### src/source/eth_core_macros.svh
// Ethernet loopback core configuration
`ifndef ETH_CORE_MACROS_SVH
`define ETH_CORE_MACROS_SVH

// Number of loopback ports
`define PORT_CNT 4

// Frame FIFO depth in bytes, power of two
`define FIFO_DEPTH 64

// Width of one statistics counter
`define STAT_COUNT_W 32

// Width of one statistics increment
`define STAT_INC_W 16

// Counters kept per port
//   0: forwarded frames
//   1: frames marked bad
//   2: frames dropped on overflow
//   3: bytes of forwarded frames
`define STAT_KIND_CNT 4

`endif
### src/source/stat_pkg.sv
// Statistics types
`default_nettype none

`include "eth_core_macros.svh"

package stat_pkg;

    // Port number, also the upper part of a counter id
    typedef logic [$clog2(`PORT_CNT)-1:0] port_id_t;

    // Counter index, port times kind count plus kind
    typedef logic [$clog2(`PORT_CNT*`STAT_KIND_CNT)-1:0] stat_id_t;

    typedef logic [$clog2(`STAT_KIND_CNT)-1:0] stat_kind_t;
    typedef logic [`STAT_INC_W-1:0]            stat_amount_t;
    typedef logic [`STAT_COUNT_W-1:0]          stat_count_t;

    // Counter kinds within one port
    localparam stat_kind_t KIND_GOOD_PKT  = stat_kind_t'(0);
    localparam stat_kind_t KIND_BAD_PKT   = stat_kind_t'(1);
    localparam stat_kind_t KIND_DROP_PKT  = stat_kind_t'(2);
    localparam stat_kind_t KIND_GOOD_BYTE = stat_kind_t'(3);

    typedef struct packed {
        stat_id_t     id;
        stat_amount_t inc;
    } stat_inc_t;

endpackage

`default_nettype wire

### src/source/stat_counters.sv
// Statistics counter bank
`timescale 1ns/1ps
`default_nettype none

`include "eth_core_macros.svh"

module stat_counters (
    input  wire logic                clk_125mhz,
    input  wire logic                arst_n_i,
    input  wire logic                inc_valid_i,
    input  wire stat_pkg::stat_inc_t inc_i,
    input  wire logic                rd_en_i,
    input  wire stat_pkg::stat_id_t  rd_addr_i,
    output logic                     rd_valid_o,
    output stat_pkg::stat_count_t    rd_data_o
);
    import stat_pkg::*;

    localparam int COUNTER_CNT = `PORT_CNT * `STAT_KIND_CNT;

    stat_count_t cnt_q [COUNTER_CNT];

    // Counters wrap at full scale
    always_ff @(posedge clk_125mhz or negedge arst_n_i) begin
        if (!arst_n_i) begin
            for (int i = 0; i < COUNTER_CNT; i++) begin
                cnt_q[i] <= '0;
            end
        end else if (inc_valid_i) begin
            cnt_q[inc_i.id] <= cnt_q[inc_i.id] + stat_count_t'(inc_i.inc);
        end
    end

    // Read returns the value before any update in the same cycle
    always_ff @(posedge clk_125mhz or negedge arst_n_i) begin
        if (!arst_n_i) begin
            rd_valid_o <= 1'b0;
        end else begin
            rd_valid_o <= rd_en_i;
        end
    end

    always_ff @(posedge clk_125mhz) begin
        if (rd_en_i) begin
            rd_data_o <= cnt_q[rd_addr_i];
        end
    end

endmodule

`default_nettype wire

### config.mk
export PLATFORM = sky130hd
export DESIGN_NAME = stat_counters
export DESIGN_NICKNAME = d
export VERILOG_FILES = /design/src/source/stat_pkg.sv /design/src/source/stat_counters.sv
export VERILOG_INCLUDE_DIRS = /design/src /design/src/source
export SDC_FILE = /design/constraint.sdc
export NUM_CORES = 1
export LEC_CHECK = 0
export BUFFER_PORTS_ARGS = -buffer_cell sky130_fd_sc_hd__buf_4
export CAP_MARGIN = 30
export CORE_ASPECT_RATIO = 2
export CORE_MARGIN = 2
export CORE_UTILIZATION = 40
export CTS_CLUSTER_DIAMETER = 60
export CTS_CLUSTER_SIZE = 25
export DETAILED_ROUTE_END_ITERATION = 10
export SLEW_MARGIN = 20
export SYNTH_ARGS = -nofsm -noshare
export SYNTH_HDL_FRONTEND = slang
export SYNTH_SLANG_ARGS = --single-unit
### constraint.sdc
create_clock -name clk_125mhz -period 6.4 [get_ports clk_125mhz]
set_input_delay 0.32 -clock clk_125mhz [delete_from_list [all_inputs] [get_ports clk_125mhz]]
set_output_delay 0.32 -clock clk_125mhz [all_outputs]
set_load 0.03 [all_outputs]
### Word level (Yosys, flattened, before mapping)

Index checks and enable logic that the tools add are counted.

| word-level totals | value |
|---|---|
| register bits after elaboration | 545 |
| latch bits | 0 |
| RAM bits | 0 |
| memory bits (read-only) | 0 |
| input port bits | 28 |
| output and inout bits | 33 |
| memories kept | 0 |

| cells by class | value |
|---|---|
| add/subtract/negate cells | 1 |
| multipliers | 0 |
| divide/modulo/power cells | 0 |
| magnitude comparators | 3 |
| equal/unequal tests | 0 |
| shifts and indexed selects | 0 |
| mux-type cells | 9 |
| bitwise gates (word level) | 2 |
| reduce and logical (&&, ||, !) cells | 1 |

Operators with widths:

| kind | number |
|---|---|
| 512-bit bitwise mux | 1 |
| 32-bit binary-select mux with 4-bit select | 2 |
| 32-bit 2-to-1 mux | 5 |
| 32-bit demux with 4-bit select | 1 |
| 32-bit by 16-bit adder with 32-bit output | 1 |
| 5-bit greater-or-equal comparator (second input constant) | 2 |
| 4-bit NOT with 5-bit output | 2 |
| 5-bit by 1-bit less-than comparator with 1-bit output (second input constant) | 1 |
| 1-bit logical AND | 1 |

### Depth between registers and ports, before layout

| logic depth | value |
|---|---|
| depth in word-level cells | 6 |
| depth in mapped cells | 22 |

### Worst setup path before layout

No wires, ideal clock.

| timing path | value |
|---|---|
| kind | input -> register |
| start | input inc_i[17] (netlist bit) |
| end | register cnt_q[413] (netlist bit) |
| arrival | 4.877 ns |
| data required time | 6.267 ns |
| path slack | 1.391 ns |
| stages on the path | 19 |
| cells stage by stage | buf_4 buf_4 buf_6 clkbuf_8 buf_2 buf_1 clkbuf_1 mux4_2 mux4_2 ha_1 a211o_1 a31oi_1 or4_1 a21o_2 o21ai_2 nand3_1 xnor2_1 buf_2 o21ai_0 |

| on the way | value |
|---|---|
| cells in the longest elaborated chain, start to end | 6 |

Ends and longest elaborated chain:

| item | line | source |
|---|---|---|
| start: declaration | stat_counters.sv:11 | `input wire stat_pkg::stat_inc_t inc_i,` |
| 4-bit NOT with 5-bit output (not written as such) (*) | stat_counters.sv:30 | `cnt_q[inc_i.id] <= cnt_q[inc_i.id] + stat_count_t'(inc_i.inc);` |
| 32-bit binary-select mux with 4-bit select, or another cell as far along | stat_counters.sv:30 |  |
| 32-bit 2-to-1 mux (not written as such) or 1-bit logical AND (tied branches) | stat_counters.sv:30 |  |
| 32-bit 2-to-1 mux (not written as such) | stat_counters.sv:30 |  |
| 32-bit by 16-bit adder with 32-bit output or 32-bit demux with 4-bit select (tied branches) | stat_counters.sv:30 |  |
| 512-bit bitwise mux (*) | stat_counters.sv:30 |  |
| end signal: indexed assignment | stat_counters.sv:30 |  |
| end: declaration | stat_counters.sv:21 | `stat_count_t cnt_q [COUNTER_CNT];` |

Every way passes the cells marked *; elsewhere a longest branch is shown, timed or not. The select of a mux whose other input is x is not followed.
A chain may end at the register's enable or synchronous reset.

### Worst setup path after layout

| timing path | value |
|---|---|
| start | input inc_i[16] (netlist bit) |
| end | register cnt_q[27] (netlist bit) |

Same word-level chain as after synthesis.

==> run_results.csv <==
group,metric,value,unit
floorplan,rows,137,
route,wire_per_inst,25.3,um
critical_path,cp_max_fo,36,
floorplan,die_w,191,um
critical_path,ff2ff_setup_slack,1.76,ns
critical_path,start_kind,"input pin",
finish,antenna_cells,0,
min_path,holdPathStages,1,
critical_path,reg2regPathDepth,12,
finish,fin_cells,3107,
logic_synthesis,synth_edf_count,32,
placed_design,dp_cells,3045,
logic_synthesis,ys.flop_type,"dfrtp_1",
power_and_ir_drop,peakVddDrop,0.223,mV
placed_design,portBuffers,60,
timing,worst_pin_slew,1.05,ns
logic_synthesis,synth_nets,2289,
route,dr.first_iter.drc_count,1463,
clocking,numCtsBuffers,29,
global_route,grt_pass1_wl,121000,um
power_and_ir_drop,finalPower,10.6,mW
finish,final_layout_size_suffix_gt1_share,24.6,%
critical_path,slowest_delay,0.64,ns
critical_path,cp.required,6.88,ns
placed_design,dp_slack,0.936,ns
logic_synthesis,yosysTopAreaCell,"dfrtp_1",
timing,fin_ws,1.73,ns
clocking,clockRootBuffer,"clkbuf_16",
floorplan,dieHeight,379,um
finish,stdcell_area,30300,um2
power_and_ir_drop,cellLeakagePower,12.6,nW
outcome,status,"completed",
timing,fmaxAchievable,0.214,GHz
clocking,htreeDepth,1,
global_route,grt_pass1_vias,19700,
finish,most-common-layout-cells,"dfrtp_1 (513), nand2_1 (487), o21ai_0 (424), mux4_2 (284), buf_4 (91)",
logic_synthesis,synth.area.top_cells,"dfrtp_1 (46%), mux4_2 (23%), o21ai_0 (7.6%), nand2_1 (6.6%), edfxtp_1 (3.4%)",
timing,hold_violations,0,
min_path,hold_path.class,"in -> reg",
critical_path,critPathKind,"in -> reg",
clocking,clk_pin_slew_worst_paths,0.10,ns
route,ant_nets,0,
critical_path,endpoint,"cnt_q[27]",
timing,rsz0062_at_grt,"false",
critical_path,r2r-start,"cnt_q[34]",
global_route,track_usage,22.4,%
finish,fin_nets,2229,
job,cap_viol_max_count,0,
logic_synthesis,yosys_warnings,0,
clocking,cts_resized,0,
finish,final_common_cell,"dfrtp_1",
route,dr.pass1.iters,6,
timing,slew_viol_final,0,
floorplan,core,69600,um2
timing,period_needed,4.67,ns
timing,fin_skew,0.0255,ns
critical_path,crit_cells,12,
clocking,clk_path_buf_depth,3,
logic_synthesis,syn_area,28100,um2
critical_path,reg2reg_to,"cnt_q[84]",
global_route,antenna_found_initial,0,
critical_path,worstPathArrival,5.14,ns
placed_design,placed_area,29200,um2
floorplan,start_util,40.3,%
global_route,grt_max_degree,137,
finish,final_util,43.5,%
placed_design,dp_hpwl,47700,um
power_and_ir_drop,p_per_area,349,nW/um2
logic_synthesis,syn_area_per_cell,12.5,um2
route,wl,78800,um
clocking,cts_tree,"done",
critical_path,worst-path-buf-inv,2,
logic_synthesis,synth_seq_area_share,49.2,%
logic_synthesis,syn_inst,2244,
route,vias_per_cell,5.96,
timing,slew_headroom,29.7,%
logic_synthesis,yosysTopAreaCellShare,45.7,%
critical_path,path_cells,"clkbuf_8 -> buf_12 -> mux4_2 -> mux4_2 -> ha_1 -> o21ai_0 -> or4_1 -> a21o_2 -> o21ai_2 -> nand3_1 -> xor2_2 -> o21ai_0",
logic_synthesis,async_reset_ff_share,94.1,%
clocking,clk_latency,0.63,ns
logic_synthesis,ys_seq_elements,545,
floorplan,die_area,72400,um2
critical_path,slowest_stage,"or4_1",
timing,whs,0.144,ns
clocking,clock_sinks,545,
timing,fin_crit_sh,72.9,%
floorplan,io_pins,61,
finish,area_growth,7.80,%
timing,setup_viol,0,
route,drc_errors,0,
critical_path,crit_start,"inc_i[16]",
logic_synthesis,ys_types,64,
placed_design,gp_congestion,0.796,
route,num_vias,18500,
critical_path,critPathCaptureType,"flip-flop",
critical_path,cp_top_family,"compound AO/OA/AOI/OAI gates",
global_route,overflow,0,
timing,setup-tns-final,0,ns
[report_power, final]
| group | leakage, nW | internal [mW] | switching [mW] |
|---|---|---|---|
| combinational | 5.02 | 1.61 | 1.76 |
| sequential | 7.10 | 4.36 | 0.633 |
| clock | 0.466 | 0.978 | 1.24 |
| total | 12.6 | 6.94 | 3.63 |
[routing by layer]
metal | part of all wire, % | vias to the layer above | global-route usage (%)
met5 | 0 | - | 0
met4 | 4.5 | 0 | 9.51
met3 | 4.8 | 170 | 2.22
met2 | 53 | 607 | 40.3
met1 | 38 | 9598 | 27.2
li1 | - | 8149 | -
[how the worst min path moves through the flow]
stage,end,from
after global routing,rd_valid_o,rd_en_i
after global placement,cnt_q[26],arst_n_i
after floorplan,cnt_q[0],arst_n_i
after CTS,rd_valid_o,rd_en_i
after detailed placement,cnt_q[122],arst_n_i
final,rd_valid_o,rd_en_i
[synthesized netlist by cell type, drive strengths merged, types with 3 or more instances]
cell and n:
xor2 14, mux4 308, nand3 13, buf 60, inv 8, a21o 5, clkbuf 148, nor2b 6
ha 16, dfrtp 513, nor2 12, nand4 4, a22oi 22, edfxtp 32, o21ai 455, a21oi 12
mux2 48, nand2 501, xnor2 13, o21bai 4, o31ai 17, nand2b 3, nor3 4
[worst register-to-register path: stages, from the launching register on]
cell and delay (ns):
dfrtp_1 0.41, mux4_2 0.47, mux4_2 0.54, ha_1 0.39
nand2b_1 0.12, a21oi_1 0.34, o21ai_1 0.21, a2111oi_2 0.66
o21a_1 0.65, nand4_1 0.19, xor2_1 0.18, buf_4 0.21
o21ai_0 0.11
[kinds of logic after synthesis]
logic type	count (synthesis)	share of synthesized area, %
adder cells (fa/ha/maj)	17	0.784
multiplexers	356	27.0
AO/OA/AOI/OAI	529	10.2
AND/OR/NAND/NOR	554	7.95
buffers and inverters	216	3.82
XOR/XNOR	27	1.14
flip-flops	545	49.2
[area by class of cell]
| cell class | instances | area (um2) |
|---|---|---|
| Sequential cell | 545 | 13800 |
| Multi-Input combinational cell | 1483 | 13300 |
| Fill cell | 6421 | 39300 |
| Timing Repair Buffer | 117 | 1080 |
| Inverter | 8 | 30.0 |
| Clock inverter | 13 | 184 |
| Clock buffer | 38 | 779 |
| Tap cell | 903 | 1130 |
[flip-flops by register name (all words and copies together) (netlist names)]
register    cells
rd_data_o      32
cnt_q         512
rd_valid_o      1
[what timing repair did]
| action | 4_1_cts | 5_1_grt |
|---|---|---|
| hold buffers | 1 | 0 |
| endpoints found under the hold margin | 112 | 0 |
| buffers inserted | 0 | 0 |
No activity file was read; power rests on OpenSTA's default activity.
