File: src/source/eth_core_macros.svh
// Ethernet loopback core configuration
`ifndef ETH_CORE_MACROS_SVH
`define ETH_CORE_MACROS_SVH

// Number of loopback ports
`define PORT_CNT 4

// Frame FIFO depth in bytes, power of two
`define FIFO_DEPTH 64

// Width of one statistics counter
`define STAT_COUNT_W 32

// Width of one statistics increment
`define STAT_INC_W 16

// Counters kept per port
//   0: forwarded frames
//   1: frames marked bad
//   2: frames dropped on overflow
//   3: bytes of forwarded frames
`define STAT_KIND_CNT 4

`endif
File: src/source/stat_pkg.sv
// Statistics types
`default_nettype none

`include "eth_core_macros.svh"

package stat_pkg;

    // Port number, also the upper part of a counter id
    typedef logic [$clog2(`PORT_CNT)-1:0] port_id_t;

    // Counter index, port times kind count plus kind
    typedef logic [$clog2(`PORT_CNT*`STAT_KIND_CNT)-1:0] stat_id_t;

    typedef logic [$clog2(`STAT_KIND_CNT)-1:0] stat_kind_t;
    typedef logic [`STAT_INC_W-1:0]            stat_amount_t;
    typedef logic [`STAT_COUNT_W-1:0]          stat_count_t;

    // Counter kinds within one port
    localparam stat_kind_t KIND_GOOD_PKT  = stat_kind_t'(0);
    localparam stat_kind_t KIND_BAD_PKT   = stat_kind_t'(1);
    localparam stat_kind_t KIND_DROP_PKT  = stat_kind_t'(2);
    localparam stat_kind_t KIND_GOOD_BYTE = stat_kind_t'(3);

    typedef struct packed {
        stat_id_t     id;
        stat_amount_t inc;
    } stat_inc_t;

endpackage

`default_nettype wire

File: src/source/stat_arb_mux.sv
// Round robin statistics merge
`timescale 1ns/1ps
`default_nettype none

`include "eth_core_macros.svh"

module stat_arb_mux (
    input  wire logic                 clk_125mhz,
    input  wire logic                 arst_n_i,
    input  wire logic [`PORT_CNT-1:0] s_valid_i,
    input  wire stat_pkg::stat_inc_t  s_inc_i [`PORT_CNT],
    output logic [`PORT_CNT-1:0]      s_ready_o,
    output logic                      m_valid_o,
    output stat_pkg::stat_inc_t       m_inc_o
);
    import stat_pkg::*;

    port_id_t last_q;
    port_id_t grant_idx;
    logic     grant_hit;

    // Search starts one past the last granted port
    always_comb begin
        port_id_t cand;
        grant_idx = last_q;
        grant_hit = 1'b0;
        for (int i = 1; i <= `PORT_CNT; i++) begin
            cand = port_id_t'((int'(last_q) + i) % `PORT_CNT);
            if (!grant_hit && s_valid_i[cand]) begin
                grant_idx = cand;
                grant_hit = 1'b1;
            end
        end
    end

    // One hot grant doubles as the ready of each source
    assign s_ready_o = grant_hit ? ({{(`PORT_CNT-1){1'b0}}, 1'b1} << grant_idx) : '0;

    always_ff @(posedge clk_125mhz or negedge arst_n_i) begin
        if (!arst_n_i) begin
            // Port 0 goes first after reset
            last_q    <= port_id_t'(`PORT_CNT - 1);
            m_valid_o <= 1'b0;
        end else begin
            m_valid_o <= grant_hit;
            if (grant_hit) begin
                last_q <= grant_idx;
            end
        end
    end

    always_ff @(posedge clk_125mhz) begin
        if (grant_hit) begin
            m_inc_o <= s_inc_i[grant_idx];
        end
    end

endmodule

`default_nettype wire

File: config.mk
export PLATFORM = sky130hd
export DESIGN_NAME = stat_arb_mux
export DESIGN_NICKNAME = d
export VERILOG_FILES = /design/src/source/stat_pkg.sv /design/src/source/stat_arb_mux.sv
export VERILOG_INCLUDE_DIRS = /design/src /design/src/source
export SDC_FILE = /design/constraint.sdc
export NUM_CORES = 1
export LEC_CHECK = 0
export BUFFER_PORTS_ARGS = -buffer_cell sky130_fd_sc_hd__buf_2
export CAP_MARGIN = 25
export CORE_MARGIN = 2
export CORE_UTILIZATION = 44
export CTS_CLUSTER_DIAMETER = 60
export DETAILED_ROUTE_END_ITERATION = 8
export GPL_TIMING_DRIVEN = 0
export HOLD_SLACK_MARGIN = 0.12
export PLACE_DENSITY = 0.95
export SLEW_MARGIN = 20
export SYNTH_ARGS = -nofsm -noshare
export SYNTH_HDL_FRONTEND = slang
export SYNTH_SLANG_ARGS = --single-unit
File: constraint.sdc
create_clock -name clk_125mhz -period 5.3 [get_ports clk_125mhz]
set_clock_uncertainty 0.05 [all_clocks]
set_input_delay 0.53 -clock clk_125mhz [delete_from_list [all_inputs] [get_ports clk_125mhz]]
set_output_delay 0.53 -clock clk_125mhz [all_outputs]
set_load 0.01 [all_outputs]
# Word level (Yosys, flattened, before mapping)
# Cells that the tools add are included.
dict set report classes {
  shifts 1
  add_sub_neg 4
  bitwise 1
  n_reduce_logical 6
  mux 20
  order_cmp 5
}
# op n
set ops {}
lappend ops {{$bmux W20 S2} 1}
lappend ops {{$mux W20} 2}
lappend ops {{$lt A2 B3 Y1 const B} 4}
lappend ops {{$bmux W1 S2} 4}
lappend ops {{$mux W1} 8}
lappend ops {{$mux W2} 4}
lappend ops {{$add A2 B1 Y2 const B} 2}
lappend ops {{$add A2 B2 Y2 const B} 2}
lappend ops {{$mux W4} 1}
lappend ops {{$shl A1 B2 Y4 const A} 1}
lappend ops {{$ge A3 B3 Y1 const B} 1}
lappend ops {{$logic_and A1 B1 Y1} 3}
lappend ops {{$logic_not A1 Y1} 3}
lappend ops {{$not A2 Y3} 1}
dict set report word_totals {
  register_bits 23
  word_cells 41
  out_inout_bits 25
  input_bits 86
}

# Depth between registers and ports, before layout
dict set report logic_depth {
  depth_word 17
  mapped_depth 7
  mapped_depth_nobuf 5
}

# Worst setup path before layout
# Ideal clock, no wire load.
dict set report synth_path {
  path_kind {in2reg}
  from {in s_valid_i[2]}
  to {reg m_inc_o[0] in the netlist's numbering, data pin}
  n_path_buf 2
  arrival_ps 1611
  setup_slack_ps 3379
  cell_stages 6
  setup_time_ps 261
  path_cell_list {buf_2 > o21ai_1 > a221oi_4 > buf_6 > mux2i_1 > mux2i_1}
}
dict set report synth_between {
  elab_chain_len 16
  word_cells_on_any_way 25
}
# element line_no
set synth_lines {}
lappend synth_lines {{start, declared} stat_arb_mux.sv:10} ;# input wire logic [`PORT_CNT-1:0] s_valid_i,
lappend synth_lines {{$bmux W1 S2} stat_arb_mux.sv:29} ;# if (!grant_hit && s_valid_i[cand]) begin
lappend synth_lines {{$mux W1 (not written as such)} stat_arb_mux.sv:29}
lappend synth_lines {{$mux W1} stat_arb_mux.sv:29}
lappend synth_lines {{$logic_not A1 Y1} stat_arb_mux.sv:29}
lappend synth_lines {{$logic_and A1 B1 Y1} stat_arb_mux.sv:29}
lappend synth_lines {{$mux W1} stat_arb_mux.sv:29}
lappend synth_lines {{$logic_not A1 Y1} stat_arb_mux.sv:29}
lappend synth_lines {{$logic_and A1 B1 Y1} stat_arb_mux.sv:29}
lappend synth_lines {{$mux W1} stat_arb_mux.sv:29}
lappend synth_lines {{$logic_not A1 Y1} stat_arb_mux.sv:29}
lappend synth_lines {{$logic_and A1 B1 Y1} stat_arb_mux.sv:29}
lappend synth_lines {{$mux W2 *} stat_arb_mux.sv:29}
lappend synth_lines {{$not A2 Y3 (not written as such) *} stat_arb_mux.sv:54} ;# m_inc_o <= s_inc_i[grant_idx];
lappend synth_lines {{$bmux W20 S2 *} stat_arb_mux.sv:54}
lappend synth_lines {{$mux W20 (not written as such) * (2 in a row)} stat_arb_mux.sv:54}
lappend synth_lines {{end signal, assigned} stat_arb_mux.sv:54}
lappend synth_lines {{end, declared} stat_arb_mux.sv:14} ;# output stat_pkg::stat_inc_t m_inc_o
# Mark *: on every way between the ends. The rest lies on a longest branch, timed or not. The select of a mux whose other input is x is not followed.
# A chain may end at the register's enable or synchronous reset.

# Worst setup path after layout
dict set report layout_path {
  from {reg last_q[1]}
  to {out s_ready_o[3]}
}
dict set report layout_between {
  elab_chain_len 15
  word_cells_on_any_way 28
}
# element line_no
set layout_lines {}
lappend layout_lines {{start, declared} stat_arb_mux.sv:18} ;# port_id_t last_q;
lappend layout_lines {{start signal, assigned} stat_arb_mux.sv:42} ;# last_q <= port_id_t'(`PORT_CNT - 1);
lappend layout_lines {{start signal, assigned} stat_arb_mux.sv:47} ;# last_q <= grant_idx;
lappend layout_lines {{$add A2 B1 Y2} stat_arb_mux.sv:28} ;# cand = port_id_t'((int'(last_q) + i) % `PORT_CNT);
lappend layout_lines {{$bmux W1 S2} stat_arb_mux.sv:29}
lappend layout_lines {{$mux W1 (not written as such)} stat_arb_mux.sv:29}
lappend layout_lines {{$mux W1} stat_arb_mux.sv:29}
lappend layout_lines {{$logic_not A1 Y1} stat_arb_mux.sv:29}
lappend layout_lines {{$logic_and A1 B1 Y1} stat_arb_mux.sv:29}
lappend layout_lines {{$mux W1} stat_arb_mux.sv:29}
lappend layout_lines {{$logic_not A1 Y1} stat_arb_mux.sv:29}
lappend layout_lines {{$logic_and A1 B1 Y1} stat_arb_mux.sv:29}
lappend layout_lines {{$mux W1} stat_arb_mux.sv:29}
lappend layout_lines {{$logic_not A1 Y1} stat_arb_mux.sv:29}
lappend layout_lines {{$logic_and A1 B1 Y1} stat_arb_mux.sv:29}
lappend layout_lines {{$mux W2} stat_arb_mux.sv:29}
lappend layout_lines {{$shl A1 B2 Y4} stat_arb_mux.sv:37} ;# assign s_ready_o = grant_hit ? ({{(`PORT_CNT-1){1'b0}}, 1'b1} << grant_idx) : '0;
lappend layout_lines {{$mux W4 *} stat_arb_mux.sv:37}
lappend layout_lines {{end, declared} stat_arb_mux.sv:12} ;# output logic [`PORT_CNT-1:0] s_ready_o,
# Marks and branches as above.

==> impl_metrics.toml <==
[synth]
ys_seq_area_share_pct = 43.53
synth_edf_count = 20
synth_ff_type = "edfxtp_1"
synth_top_cell_by_area = "edfxtp_1"
ys.warnings.count = 0
netlist_top_cells_area = "edfxtp_1 39%, mux2i_1 39%, dfstp_2 3.4%, buf_6 2.9%, a21oi_1 1.9%"
yosys_register_bits = 23
synthArstFlopShare_pct = 13.04
yosysUniqueCellTypes = 23
synth_top_area_share_pct = 38.55
syn-cell-area_um2 = 1558
syn_nets = 210
syn_inst = 124
syn_area_per_cell_um2 = 12.56

[timing]
setup-violations-final = 0
min_period_ns = 2.192
fin_setup_tns_ns = 0
worst_slew_pin_slew_ns = 0.8797
rsz0062_at_grt = "no"
finalCritPeriodShare_pct = 41.35
hold_viol = 0
drv_slew = 0
max-slew-margin-rel_pct = 41.21
fmaxAchievable_mhz = 456.3

[global_route]
grt.total_usage_pct = 19.80
overflow = 0
grt_pass1_wl_um = 6189
grt_pass1_vias = 1347
antenna_found_initial = 0
grt_max_degree = 22

[cells_and_area]
most-common-layout-cells = "111 x buf_2, 60 x mux2i_1, 20 x edfxtp_1"
final_nets = 325
antennaDiodeCount = 0
layout_commonest_cell = "buf_2"
drive_gt1_share_pct = 53.36
nFillCells = 295
design_area_um2 = 2201
syn_to_final_growth_pct = 41.29

[clock_tree]
cts_setup_buffers = 0
clockBufferDepth = 2
cts-root-buf = "clkbuf_4"
clock-sinks = 23
htree_levels = 1
cts_tree = "done"
clk_pin_slew_worst_paths_ns = 0.14
numCtsBuffers = 3
clkLatencyLatePin_ns = 0.32

[detailed_routing]
drtPass1Iterations = 4
viasPerCell = 4.880
vias = 1386
routedWlPerCell_um = 13.63
drc = 0
drtIter0Drc = 81
antenna_left = 0
wirelength_um = 3871

[place]
placed_cell_area_um2 = 2161
dp_hpwl_um = 3219
place_congestion = 0.8586
portBuffers = 109

[status]
status = "finished, final reports clean"

[pwr]
p_leak_uw = 0.001190
power.density_nw_per_um2 = 496.6
vdd_drop_max_mv = 0.2937

[worst_hold_path]
hp-class = "input port to async pin"

[run]
drv_cap = 0

[worst_setup_path]
endpoint_kind = "output port"
cp.required_ns = 4.72
worst-endpoint-arrival_ns = 1.61
crit_fanout = 10
ff2ff_setup_slack_ns = 3.12
path_class = "flop to output port"
crit_path_start_kind = "flop"

[floorplan]
dieArea_um2 = 4032
core.rowCount = 21
coreArea_um2 = 3363
io_pins = 111
die_w_um = 63.50
die-height_um = 63.50
start_util_pct = 46.32
[what timing repair did]
action,CTS,global route
setup endpoints to repair,0,0
resized for setup,0,0
hold buffers,1,0
endpoints found under the hold margin,3,0
[path summary, 6_finish.rpt]
check,from,endpoint,depth (start not counted)
max,last_q[1],s_ready_o[3],7
min,arst_n_i,m_valid_o,2
max reg2reg,last_q[0],m_inc_o[3],6
min reg2reg,last_q[1],last_q[1],3
max in group asynchronous,arst_n_i,last_q[1],2
min in group clk_125mhz,s_inc_i[40],m_inc_o[0],3
[metal layers]
metal / global-route usage, % / routed length, um / vias to the layer above
met5: 0 / 0 / -
met4: 5.707 / 58 / 0
met3: 5.893 / 322 / 6
met2: 35.00 / 2016 / 62
met1: 23.02 / 1473 / 619
li1: - / - / 699
[logic make-up after synthesis]
logic type | after synthesis | synth area share (%)
mux | 60 | 38.55
simple gates | 12 | 4.017
buf+inv | 12 | 5.461
compound gates | 17 | 8.434
flops | 23 | 43.53
[final cells by class]
type	instances	area, um2	area share, %
Clock inverter	1	7.507	0.3411
Tap cell	46	57.56	2.615
Inverter	4	15.01	0.6822
Sequential cell	23	678.2	30.81
Buffer	8	70.07	3.184
Clock buffer	3	22.52	1.023
Multi-Input combinational cell	89	794.5	36.10
Timing Repair Buffer	110	555.5	25.24
[per-stage QoR]
| step | std cells | hold slack [ns] | util [%] | setup slack [ns] | power [uW] |
|---|---|---|---|---|---|
| after floorplan | 124 | 0.1844 | - | 3.379 | 828.4 |
| after global placement | 279 | 0.2773 | 64.25 | 3.030 | 1003 |
| after detailed placement | 279 | 0.2808 | 64.25 | 2.995 | 1021 |
| after CTS | 284 | 0.4491 | 65.44 | 3.107 | 1104 |
| after global routing | 284 | 0.4510 | 65.44 | 2.938 | 1172 |
| final | 284 | 0.4551 | 65.44 | 3.108 | 1093 |
[synthesized netlist by cell type, drive strengths merged (2+ instances only)]
cell type	count
mux2i	60
edfxtp	20
buf	8
nor2	8
a21oi	6
o21ai	5
inv	4
dfstp	2
o211a	2
[registers in the layout (all words and copies together), names as in the netlist]
register   flops
m_inc_o       20
last_q         2
m_valid_o      1
[power by group]
part           internal, uW  leakage [uW]  total (uW)  switching (uW)
combinational           325      0.000936         665             340
clock                  28.8     0.0000139        83.7            54.8
sequential              319      0.000240         344            24.9
[worst max-delay path, stage by stage, from the launching register on]
cell and delay [ns]:
dfstp_2 0.55, buf_2 0.21, inv_1 0.09, a21oi_1 0.15, nor2_1 0.05, nor2_1 0.09, nor2_1 0.04, buf_2 0.13
Power figures use the tool's default switching activity.
