## src/source/eth_core_macros.svh

```systemverilog
// Ethernet loopback core configuration
`ifndef ETH_CORE_MACROS_SVH
`define ETH_CORE_MACROS_SVH

// Number of loopback ports
`define PORT_CNT 4

// Frame FIFO depth in bytes, power of two
`define FIFO_DEPTH 64

// Width of one statistics counter
`define STAT_COUNT_W 32

// Width of one statistics increment
`define STAT_INC_W 16

// Counters kept per port
//   0: forwarded frames
//   1: frames marked bad
//   2: frames dropped on overflow
//   3: bytes of forwarded frames
`define STAT_KIND_CNT 4

`endif
```

## src/source/stat_pkg.sv

```systemverilog
// Statistics types
`default_nettype none

`include "eth_core_macros.svh"

package stat_pkg;

    // Port number, also the upper part of a counter id
    typedef logic [$clog2(`PORT_CNT)-1:0] port_id_t;

    // Counter index, port times kind count plus kind
    typedef logic [$clog2(`PORT_CNT*`STAT_KIND_CNT)-1:0] stat_id_t;

    typedef logic [$clog2(`STAT_KIND_CNT)-1:0] stat_kind_t;
    typedef logic [`STAT_INC_W-1:0]            stat_amount_t;
    typedef logic [`STAT_COUNT_W-1:0]          stat_count_t;

    // Counter kinds within one port
    localparam stat_kind_t KIND_GOOD_PKT  = stat_kind_t'(0);
    localparam stat_kind_t KIND_BAD_PKT   = stat_kind_t'(1);
    localparam stat_kind_t KIND_DROP_PKT  = stat_kind_t'(2);
    localparam stat_kind_t KIND_GOOD_BYTE = stat_kind_t'(3);

    typedef struct packed {
        stat_id_t     id;
        stat_amount_t inc;
    } stat_inc_t;

endpackage

`default_nettype wire

```

## src/source/eth_frame_pkg.sv

```systemverilog
// Byte stream frame types
`default_nettype none

package eth_frame_pkg;

    // One data byte on the stream
    typedef logic [7:0] byte_t;

    // One stream beat
    // user on the last beat flags the whole frame as bad
    typedef struct packed {
        byte_t data;
        logic  last;
        logic  user;
    } axis_beat_t;

endpackage

`default_nettype wire

```

## src/source/frame_fifo.sv

```systemverilog
// Store and forward frame FIFO
`timescale 1ns/1ps
`default_nettype none

`include "eth_core_macros.svh"

module frame_fifo #(
    parameter int DEPTH = `FIFO_DEPTH
) (
    input  wire logic                      clk_125mhz,
    input  wire logic                      arst_n_i,
    input  wire logic                      s_valid_i,
    input  wire eth_frame_pkg::axis_beat_t s_beat_i,
    output logic                           m_valid_o,
    output eth_frame_pkg::axis_beat_t      m_beat_o,
    input  wire logic                      m_ready_i,
    input  wire stat_pkg::port_id_t        port_id_i,
    output logic                           stat_valid_o,
    output stat_pkg::stat_inc_t            stat_inc_o,
    input  wire logic                      stat_ready_i
);
    import eth_frame_pkg::*;
    import stat_pkg::*;

    localparam int AW = $clog2(DEPTH);

    // Extra top bit tells full from empty
    typedef logic [AW:0] ptr_t;
    typedef enum logic {WR_ACCEPT, WR_DISCARD} wr_state_e;

    axis_beat_t   mem [DEPTH];
    ptr_t         wr_ptr, commit_ptr, rd_ptr;
    ptr_t         fill, frame_len;
    wr_state_e    wr_state_q, wr_state_d;
    logic         space_ok, wr_en, rewind, commit, ev_bad, ev_drop;
    logic         rd_load;
    stat_amount_t tot_q [`STAT_KIND_CNT];
    stat_amount_t ev_amt [`STAT_KIND_CNT];
    stat_kind_t   sel_kind;
    logic         sel_hit, take;

    function automatic stat_amount_t sat_add(stat_amount_t a, stat_amount_t b);
        logic [`STAT_INC_W:0] sum;
        sum = {1'b0, a} + {1'b0, b};
        return sum[`STAT_INC_W] ? '1 : sum[`STAT_INC_W-1:0];
    endfunction

    assign fill      = wr_ptr - rd_ptr;
    assign space_ok  = fill < ptr_t'(DEPTH);
    // Length of the frame whose last beat is being written now
    assign frame_len = wr_ptr + ptr_t'(1) - commit_ptr;

    always_comb begin
        wr_state_d = wr_state_q;
        wr_en      = 1'b0;
        rewind     = 1'b0;
        commit     = 1'b0;
        ev_bad     = 1'b0;
        ev_drop    = 1'b0;
        if (s_valid_i) begin
            case (wr_state_q)
                WR_ACCEPT: begin
                    if (!space_ok) begin
                        // Frame does not fit, give back what it used
                        rewind = 1'b1;
                        if (s_beat_i.last) begin
                            ev_drop = 1'b1;
                        end else begin
                            wr_state_d = WR_DISCARD;
                        end
                    end else begin
                        wr_en = 1'b1;
                        if (s_beat_i.last && s_beat_i.user) begin
                            rewind = 1'b1;
                            ev_bad = 1'b1;
                        end else if (s_beat_i.last) begin
                            commit = 1'b1;
                        end
                    end
                end
                WR_DISCARD: begin
                    if (s_beat_i.last) begin
                        ev_drop    = 1'b1;
                        wr_state_d = WR_ACCEPT;
                    end
                end
                default: wr_state_d = WR_ACCEPT;
            endcase
        end
    end

    // Only committed data is visible to the read side
    assign rd_load = (rd_ptr != commit_ptr) && (!m_valid_o || m_ready_i);

    always_ff @(posedge clk_125mhz or negedge arst_n_i) begin
        if (!arst_n_i) begin
            wr_state_q <= WR_ACCEPT;
            wr_ptr     <= '0;
            commit_ptr <= '0;
            rd_ptr     <= '0;
            m_valid_o  <= 1'b0;
        end else begin
            wr_state_q <= wr_state_d;
            if (rewind) begin
                wr_ptr <= commit_ptr;
            end else if (wr_en) begin
                wr_ptr <= wr_ptr + ptr_t'(1);
            end
            if (commit) begin
                commit_ptr <= wr_ptr + ptr_t'(1);
            end
            if (rd_load) begin
                rd_ptr    <= rd_ptr + ptr_t'(1);
                m_valid_o <= 1'b1;
            end else if (m_ready_i) begin
                m_valid_o <= 1'b0;
            end
        end
    end

    always_ff @(posedge clk_125mhz) begin
        if (wr_en) begin
            mem[wr_ptr[AW-1:0]] <= s_beat_i;
        end
        if (rd_load) begin
            m_beat_o <= mem[rd_ptr[AW-1:0]];
        end
    end

    always_comb begin
        ev_amt                 = '{default: '0};
        ev_amt[KIND_GOOD_PKT]  = stat_amount_t'(commit);
        ev_amt[KIND_BAD_PKT]   = stat_amount_t'(ev_bad);
        ev_amt[KIND_DROP_PKT]  = stat_amount_t'(ev_drop);
        ev_amt[KIND_GOOD_BYTE] = commit ? stat_amount_t'(frame_len) : '0;
    end

    // Lowest kind index has priority
    always_comb begin
        sel_kind = KIND_GOOD_PKT;
        sel_hit  = 1'b0;
        for (int k = `STAT_KIND_CNT - 1; k >= 0; k--) begin
            if (tot_q[k] != '0) begin
                sel_kind = stat_kind_t'(k);
                sel_hit  = 1'b1;
            end
        end
    end

    assign take = sel_hit && !stat_valid_o;

    // A total moves into the offer register and restarts from zero
    always_ff @(posedge clk_125mhz or negedge arst_n_i) begin
        if (!arst_n_i) begin
            stat_valid_o <= 1'b0;
            for (int k = 0; k < `STAT_KIND_CNT; k++) begin
                tot_q[k] <= '0;
            end
        end else begin
            if (stat_valid_o && stat_ready_i) begin
                stat_valid_o <= 1'b0;
            end else if (take) begin
                stat_valid_o <= 1'b1;
            end
            for (int k = 0; k < `STAT_KIND_CNT; k++) begin
                tot_q[k] <= sat_add((take && sel_kind == k) ? '0 : tot_q[k], ev_amt[k]);
            end
        end
    end

    always_ff @(posedge clk_125mhz) begin
        if (take) begin
            stat_inc_o.id  <= stat_id_t'(port_id_i * `STAT_KIND_CNT + sel_kind);
            stat_inc_o.inc <= tot_q[sel_kind];
        end
    end

endmodule

`default_nettype wire

```

## config.mk

```make
export PLATFORM = sky130hd
export DESIGN_NAME = frame_fifo
export DESIGN_NICKNAME = d
export VERILOG_FILES = /design/src/source/stat_pkg.sv /design/src/source/eth_frame_pkg.sv /design/src/source/frame_fifo.sv
export VERILOG_INCLUDE_DIRS = /design/src /design/src/source
export SDC_FILE = /design/constraint.sdc
export NUM_CORES = 1
export LEC_CHECK = 0
export ABC_AREA = 1
export BUFFER_PORTS_ARGS = -buffer_cell sky130_fd_sc_hd__buf_2
export CAP_MARGIN = 20
export CORE_AREA = 2 2 271 273
export DETAILED_ROUTE_END_ITERATION = 10
export DIE_AREA = 0 0 273 275
export PLACE_DENSITY_LB_ADDON = 0.12
export SLEW_MARGIN = 20
export SYNTH_ARGS = -nofsm -noshare
export SYNTH_HDL_FRONTEND = slang
export SYNTH_SLANG_ARGS = --single-unit
```

## constraint.sdc

```tcl
create_clock -name clk_125mhz -period 13.8 [get_ports clk_125mhz]
set_clock_uncertainty 0.15 [all_clocks]
set_input_delay 2.76 -clock clk_125mhz [delete_from_list [all_inputs] [get_ports clk_125mhz]]
set_output_delay 2.76 -clock clk_125mhz [all_outputs]
set_load 0.05 [all_outputs]
```

Word level (Yosys, flattened, before mapping)
Memory sizes are Yosys's and may differ from the RTL's. A register that Yosys moved wholly into a read port is not among the register bits.
Index checks and enable logic that the tools add are counted.
{"block": "word_totals", "out_inout_bits": 32, "ram_bits": 640, "memories": 1, "wordCells": 98, "input_bits": 17, "regBits": 108}
{"name": "mem", "words": 64, "word_bits": 10, "read_ports": 1, "rd_ports_with_merged_regs": 1, "wr": 1, "line": "frame_fifo.sv:31", "rtl": "axis_beat_t mem [DEPTH];"}
{"block": "op_classes", "n_bitwise": 2, "magnitude_cmp": 2, "n_eq_ne": 4, "reduce_logical": 19, "add_sub_neg": 9, "mux": 49}
{"op": "$mux W16", "n": 10}
{"op": "$reduce_bool A16 Y1", "n": 4}
{"op": "$add A16 B1 Y17", "n": 3}
{"op": "$bmux W16 S2", "n": 1}
{"op": "$mux W1", "n": 29}
{"op": "$mux W7", "n": 3}
{"op": "$add A16 B7 Y17", "n": 1}
{"op": "$add A7 B1 Y7 const B", "n": 2}
{"op": "$sub A7 B7 Y7", "n": 2}
{"op": "$logic_and A1 B1 Y1", "n": 8}
{"op": "$mux W2", "n": 4}
{"op": "$lt A7 B7 Y1 const B", "n": 1}
{"op": "$ne A7 B7 Y1", "n": 1}
{"op": "$reduce_bool A2 Y1", "n": 3}
{"op": "$add A4 B2 Y4", "n": 1}
{"op": "$eq A2 B2 Y1 const B", "n": 2}
{"op": "$pmux W1 S2", "n": 2}
{"op": "$ge A3 B3 Y1 const B", "n": 1}
{"op": "$not A2 Y3", "n": 1}
{"op": "$eq A2 B1 Y1 const B", "n": 1}
{"op": "$logic_not A1 Y1", "n": 2}
{"op": "$logic_not A2 Y1", "n": 1}
{"op": "$logic_or A1 B1 Y1", "n": 1}
{"op": "$not A1 Y1", "n": 1}

Logic depth before layout (Yosys ltp)
{"block": "depth", "depth_word": 10, "mapped_depth": 28, "depth_no_buf": 25}

Worst setup path after synthesis
No wires, ideal clock.
{"block": "synth_path", "kind": "input to register", "start": "input s_valid_i", "end": "register tot_q[7] in the netlist's numbering", "path_slack_ns": 8.334, "stages": 21, "path_buffers": 1, "arrival_time_ns": 5.247, "setup_ns": 0.069, "t_required_ns": 13.581, "cell_sequence": "inv_1 -> nor2_1 -> nand2_1 -> nor3_2 -> inv_1 -> nor2_1 -> ha_1 -> fa_1 -> nand2_1 -> nand2_1 -> a21oi_1 -> o21ai_0 -> nand2_1 -> nand2_1 -> nand3_1 -> nor2_1 -> nand2_1 -> nor2_1 -> nand2_1 -> buf_2 -> nand3_1"}
{"block": "synth_via", "elab_chain_cells": 4}
{"element": "from (decl)", "line": "frame_fifo.sv:12", "rtl": "input wire logic s_valid_i,"}
{"element": "$mux W1", "line": "frame_fifo.sv:60", "rtl": "if (s_valid_i) begin"}
{"element": "$mux W7", "line": "frame_fifo.sv:135", "rtl": "ev_amt[KIND_GOOD_BYTE] = commit ? stat_amount_t'(frame_len) : '0;"}
{"element": "$add A16 B7 Y17", "line": "frame_fifo.sv:44", "rtl": "sum = {1'b0, a} + {1'b0, b};"}
{"element": "$mux W16", "line": "frame_fifo.sv:45", "rtl": "return sum[`STAT_INC_W] ? '1 : sum[`STAT_INC_W-1:0];"}
{"element": "to (signal, indexed assignment)", "line": "frame_fifo.sv:166", "rtl": "tot_q[k] <= sat_add((take && sel_kind == k) ? '0 : tot_q[k], ev_amt[k]);"}
{"element": "to (decl)", "line": "frame_fifo.sv:37", "rtl": "stat_amount_t tot_q [`STAT_KIND_CNT];"}
Every way passes these cells.
A chain may end at the register's enable or synchronous reset.

Final worst setup path
{"block": "layout_path", "start": "input s_valid_i", "end": "register tot_q[13] in the netlist's numbering"}
The elaborated chain is that of the path after synthesis.

==> metrics.md <==
| Metric | Value |
|---|---|
| Outcome | complete, no violations |
| RSZ-0062 raised after global routing | no |
| Io pins | around 50 |
| VDD IR max | around 0.14 mV |
| Worst path depth | 21 |
| Starting density of the core | 44.5% |
| Critical path buffers and inverters | 3 |
| First-pass GRT wire length | ~130 mm |
| Final Hold Viols | 0 |
| CTS tree | built |
| Crit path kind | input pin to register |
| CP max FO | 15 |
| Yosys reg bits | 758 |
| Crit start category | input pin |
| Finish-stage setup viols | 0 |
| Antenna violations before repair | 1 |
| H-tree depth | 3 |
| ANT nets after route | 0 |
| Largest family of logic cells by synthesized area | simple AND/OR/NAND/NOR gates |
| R2R setup slack | approximately 7.6 ns |
| Die Wd | 273 µm |
| Worst R2R End | tot_q[13]$_DFF_PN0_ |
| Hold WC Path Type | register to register |
| Setup bufs post-CTS | 0 |
| Yosys cell types | 46 |
| DP Wirelength | approximately 50 mm |
| Post-synth EDFFs | between 600 and 700 |
| Syn Std Cell Area | approximately 0.032 mm² |
| Maxcap violations | 0 |
| Clock root buffer | clkbuf_16 |
| DRC viols | 0 |
| Total track usage | between 20% and 30% |
| Cell count after placement | ~3,700 |
| Static Leak | approximately 13 nW |
| Core box area | ~0.072 mm² |
| NetSw | 3.00 mW |
| Area grow syn2layout | 11.1% |
| Post-synth ARST share | 11.6% |
| Fmax | roughly 150 MHz |
| Register area share after synthesis | between 60% and 70% |
| Reg2Reg Depth | 25 |
| Post-CTS sizing | 0 |
| Yosys warns | 0 |
| Critical Path, Cell by Cell | buf_2 > inv_1 > nor2_1 > nand2_1 > nor3_2 > inv_1 > nor2_1 > ha_1 > fa_1 > nand2_1 > nand2_1 > a21oi_1 > o21ai_0 > nand2_1 > nand2_1 > nand3_1 > nor2_1 > nand2_1 > nor2_1 > nand2_1 > nand3b_1 |
| Worst hold start | rd_ptr[6]$_DFFE_PN0P_ |
| Fin worst setup slack | just over 7 ns |
| Required @ worst endpoint | ~14 ns |
| CTS Hold Bufs | 0 |
| Most common cell in the netlist | edfxtp_1 |
| Clk buf depth | 3 |
| Synth area leader | edfxtp_1 |
| Power density cells | ~210 mW/mm² |
| Pre-CTS setup slack | between 6 and 7 ns |
| Synth Instances | ~2,800 |
| Area contributors post-synth | edfxtp_1 (62%), dfrtp_1 (6.8%), nor2_1 (5.8%) |
| Largest net degree at the start of global routing | about 150 |
| Hold EP | rd_ptr[6]$_DFFE_PN0P_ |
| Post-Syn Nets | between 2,000 and 3,000 |
| Post-synthesis adder-cell area fraction | around 1.1% |
| Final setup TNS | 0 ns |
| Simple-gate share of the synthesized area | approximately 14% |
| Power share of the clock group | 27.6% |
| Synth cell count leaders | edfxtp_1 (670), nor2_1 (497), o21ai_0 (361), nand2_1 (305), nand3_1 (177) |
| Combinational fraction of design power | 34.3% |
| Reg clk slew, reported paths | around 0.050 ns |
| Tmin final | 6.61 ns |
| DRT Pass-1 Iters | 7 |
| Gr ovfl total | 0 |
| Ys flop type | edfxtp_1 |
| Hold WS | around 0.38 ns |
| Crit path top cell by count | nand2_1 |
| Cell family with most CP delay | simple AND/OR/NAND/NOR gates |
| Wire length per cell | between 20 and 25 µm |
| Die ar. | around 0.075 mm² |
| Drt first-iter violations | 1,995 |
| Sequential share of power | 38.1% |
| RePlAce Congestion | 0.874 |
| Share of cells above drive strength 1 | approximately 8.7% |
| Clk Latency, worst-skew pair | around 0.63 ns |
| Slew Limit Fails | 0 |
| Mux contribution to synthesized area | 0% |
| Crit share post-route | 47.9% |
| Critical-path top delay cell | nor3_2 |
| DP Area | 0.0332 mm² |
| XOR/XNOR Fraction of Synth Area | less than 1% |
| Via Count | approximately 21,000 |
| Critical Path Sink Type | register |
| Post-route insts no fill | ~3,800 |
| WL final | around 85 mm |
| Normalized max-slew margin | ~23% |
| Design Area, Final | between 0.03 and 0.04 mm² |
| Site Rows | 99 |
| Share of the synthesized area in the top cell type | 62.5% |
| IO buf count | 48 |
| Reg2Reg Launch Point | rd_ptr[4]$_DFFE_PN0P_ |
| Vias per cell | about 5.6 |
| Worst Tran Pin Value | roughly 1.2 ns |
| Hold Path Depth | 1 |
| Switching share of total power | just under 40% |
| Compound-Gate Fraction of Synth Area | between 10% and 20% |
| Pwr Total | roughly 7.5 mW |
| CP max stage delay | between 0.6 and 0.7 ns |
| CTS Buf Count | around 80 |
| Post-route core utilization | 49.4% |
| Vias in the first global route | 20,600 |
| Mean post-synth cell area | 11.6 µm² |
| Post-layout net count | 2,831 |
| Clock sinks | around 760 |
| Pint | 4.54 mW |
| Critical Path AT | ~7 ns |
| Die height | about 280 µm |
| Antenna fix cells | 0 |
power groups by stage:
stage | clock network, mW | logic, mW | registers (mW)
after floorplan | 0 | 1.69 | 2.95
after global placement | 0 | 2.57 | 2.92
after detailed placement | 0 | 2.59 | 2.92
after CTS | 2.12 | 2.60 | 2.87
after global routing | 2.20 | 2.85 | 2.89
final | 2.08 | 2.59 | 2.88
logic make-up (layout without fill, tap and decap cells):
| logic type | after synthesis | after routing |
|---|---|---|
| buf+inv | 290 | 362 |
| xor+xnor | 31 | 31 |
| simple gates | 1055 | 1055 |
| flops | 758 | 758 |
| compound gates | 616 | 616 |
| fa+ha+maj | 28 | 28 |
layout by cell type (no fill, tap or decap), types with 22 or more instances in the layout:
| master | n |
|---|---|
| o22ai_1 | 95 |
| clkbuf_16 | 82 |
| nand3_1 | 177 |
| o21ai_0 | 361 |
| inv_1 | 131 |
| ha_1 | 26 |
| nand4_1 | 22 |
| nand2_1 | 305 |
| buf_2 | 47 |
| xor2_1 | 26 |
| clkinv_1 | 22 |
| edfxtp_1 | 670 |
| buf_4 | 28 |
| dfrtp_1 | 85 |
| nor2_1 | 491 |
| o221ai_1 | 65 |
| a21oi_1 | 45 |
layout make-up:
type / count / area, µm²
Clock buffer: 102 / 2140
Clock inverter: 45 / 365
Fill cell: 6453 / 36600
Inverter: 140 / 536
Multi-Input combinational cell: 1730 / 8750
Sequential cell: 758 / 22300
Tap cell: 959 / 1200
Timing Repair Buffer: 75 / 445
registers in the layout, summed over array words and instances, names as in the netlist, 7 cells and up:
register	cells
mem	640
tot_q	64
stat_inc_o	20
m_beat_o	10
commit_ptr	7
rd_ptr	7
wr_ptr	7
metal layers:
layer | track usage (%) | vias to the layer above | wire length (µm)
li1 | - | 10000 | -
met1 | 30.9 | 10600 | 37500
met2 | 37.2 | 578 | 40900
met3 | 3.12 | 147 | 4310
met4 | 7.09 | 2 | 2440
met5 | 0 | - | 10
how the worst max path moves through the flow:
stage	startpoint	to	slack (ns)
finish	s_valid_i	tot_q[13]$_DFF_PN0_	7.19
floorplan	s_valid_i	tot_q[7]$_DFF_PN0_	8.33
global placement	s_valid_i	tot_q[13]$_DFF_PN0_	6.71
detailed placement	s_valid_i	tot_q[13]$_DFF_PN0_	6.58
global route	s_valid_i	tot_q[8]$_DFF_PN0_	6.66
CTS	s_valid_i	tot_q[13]$_DFF_PN0_	7.24
(Power assumes the default switching activity.)
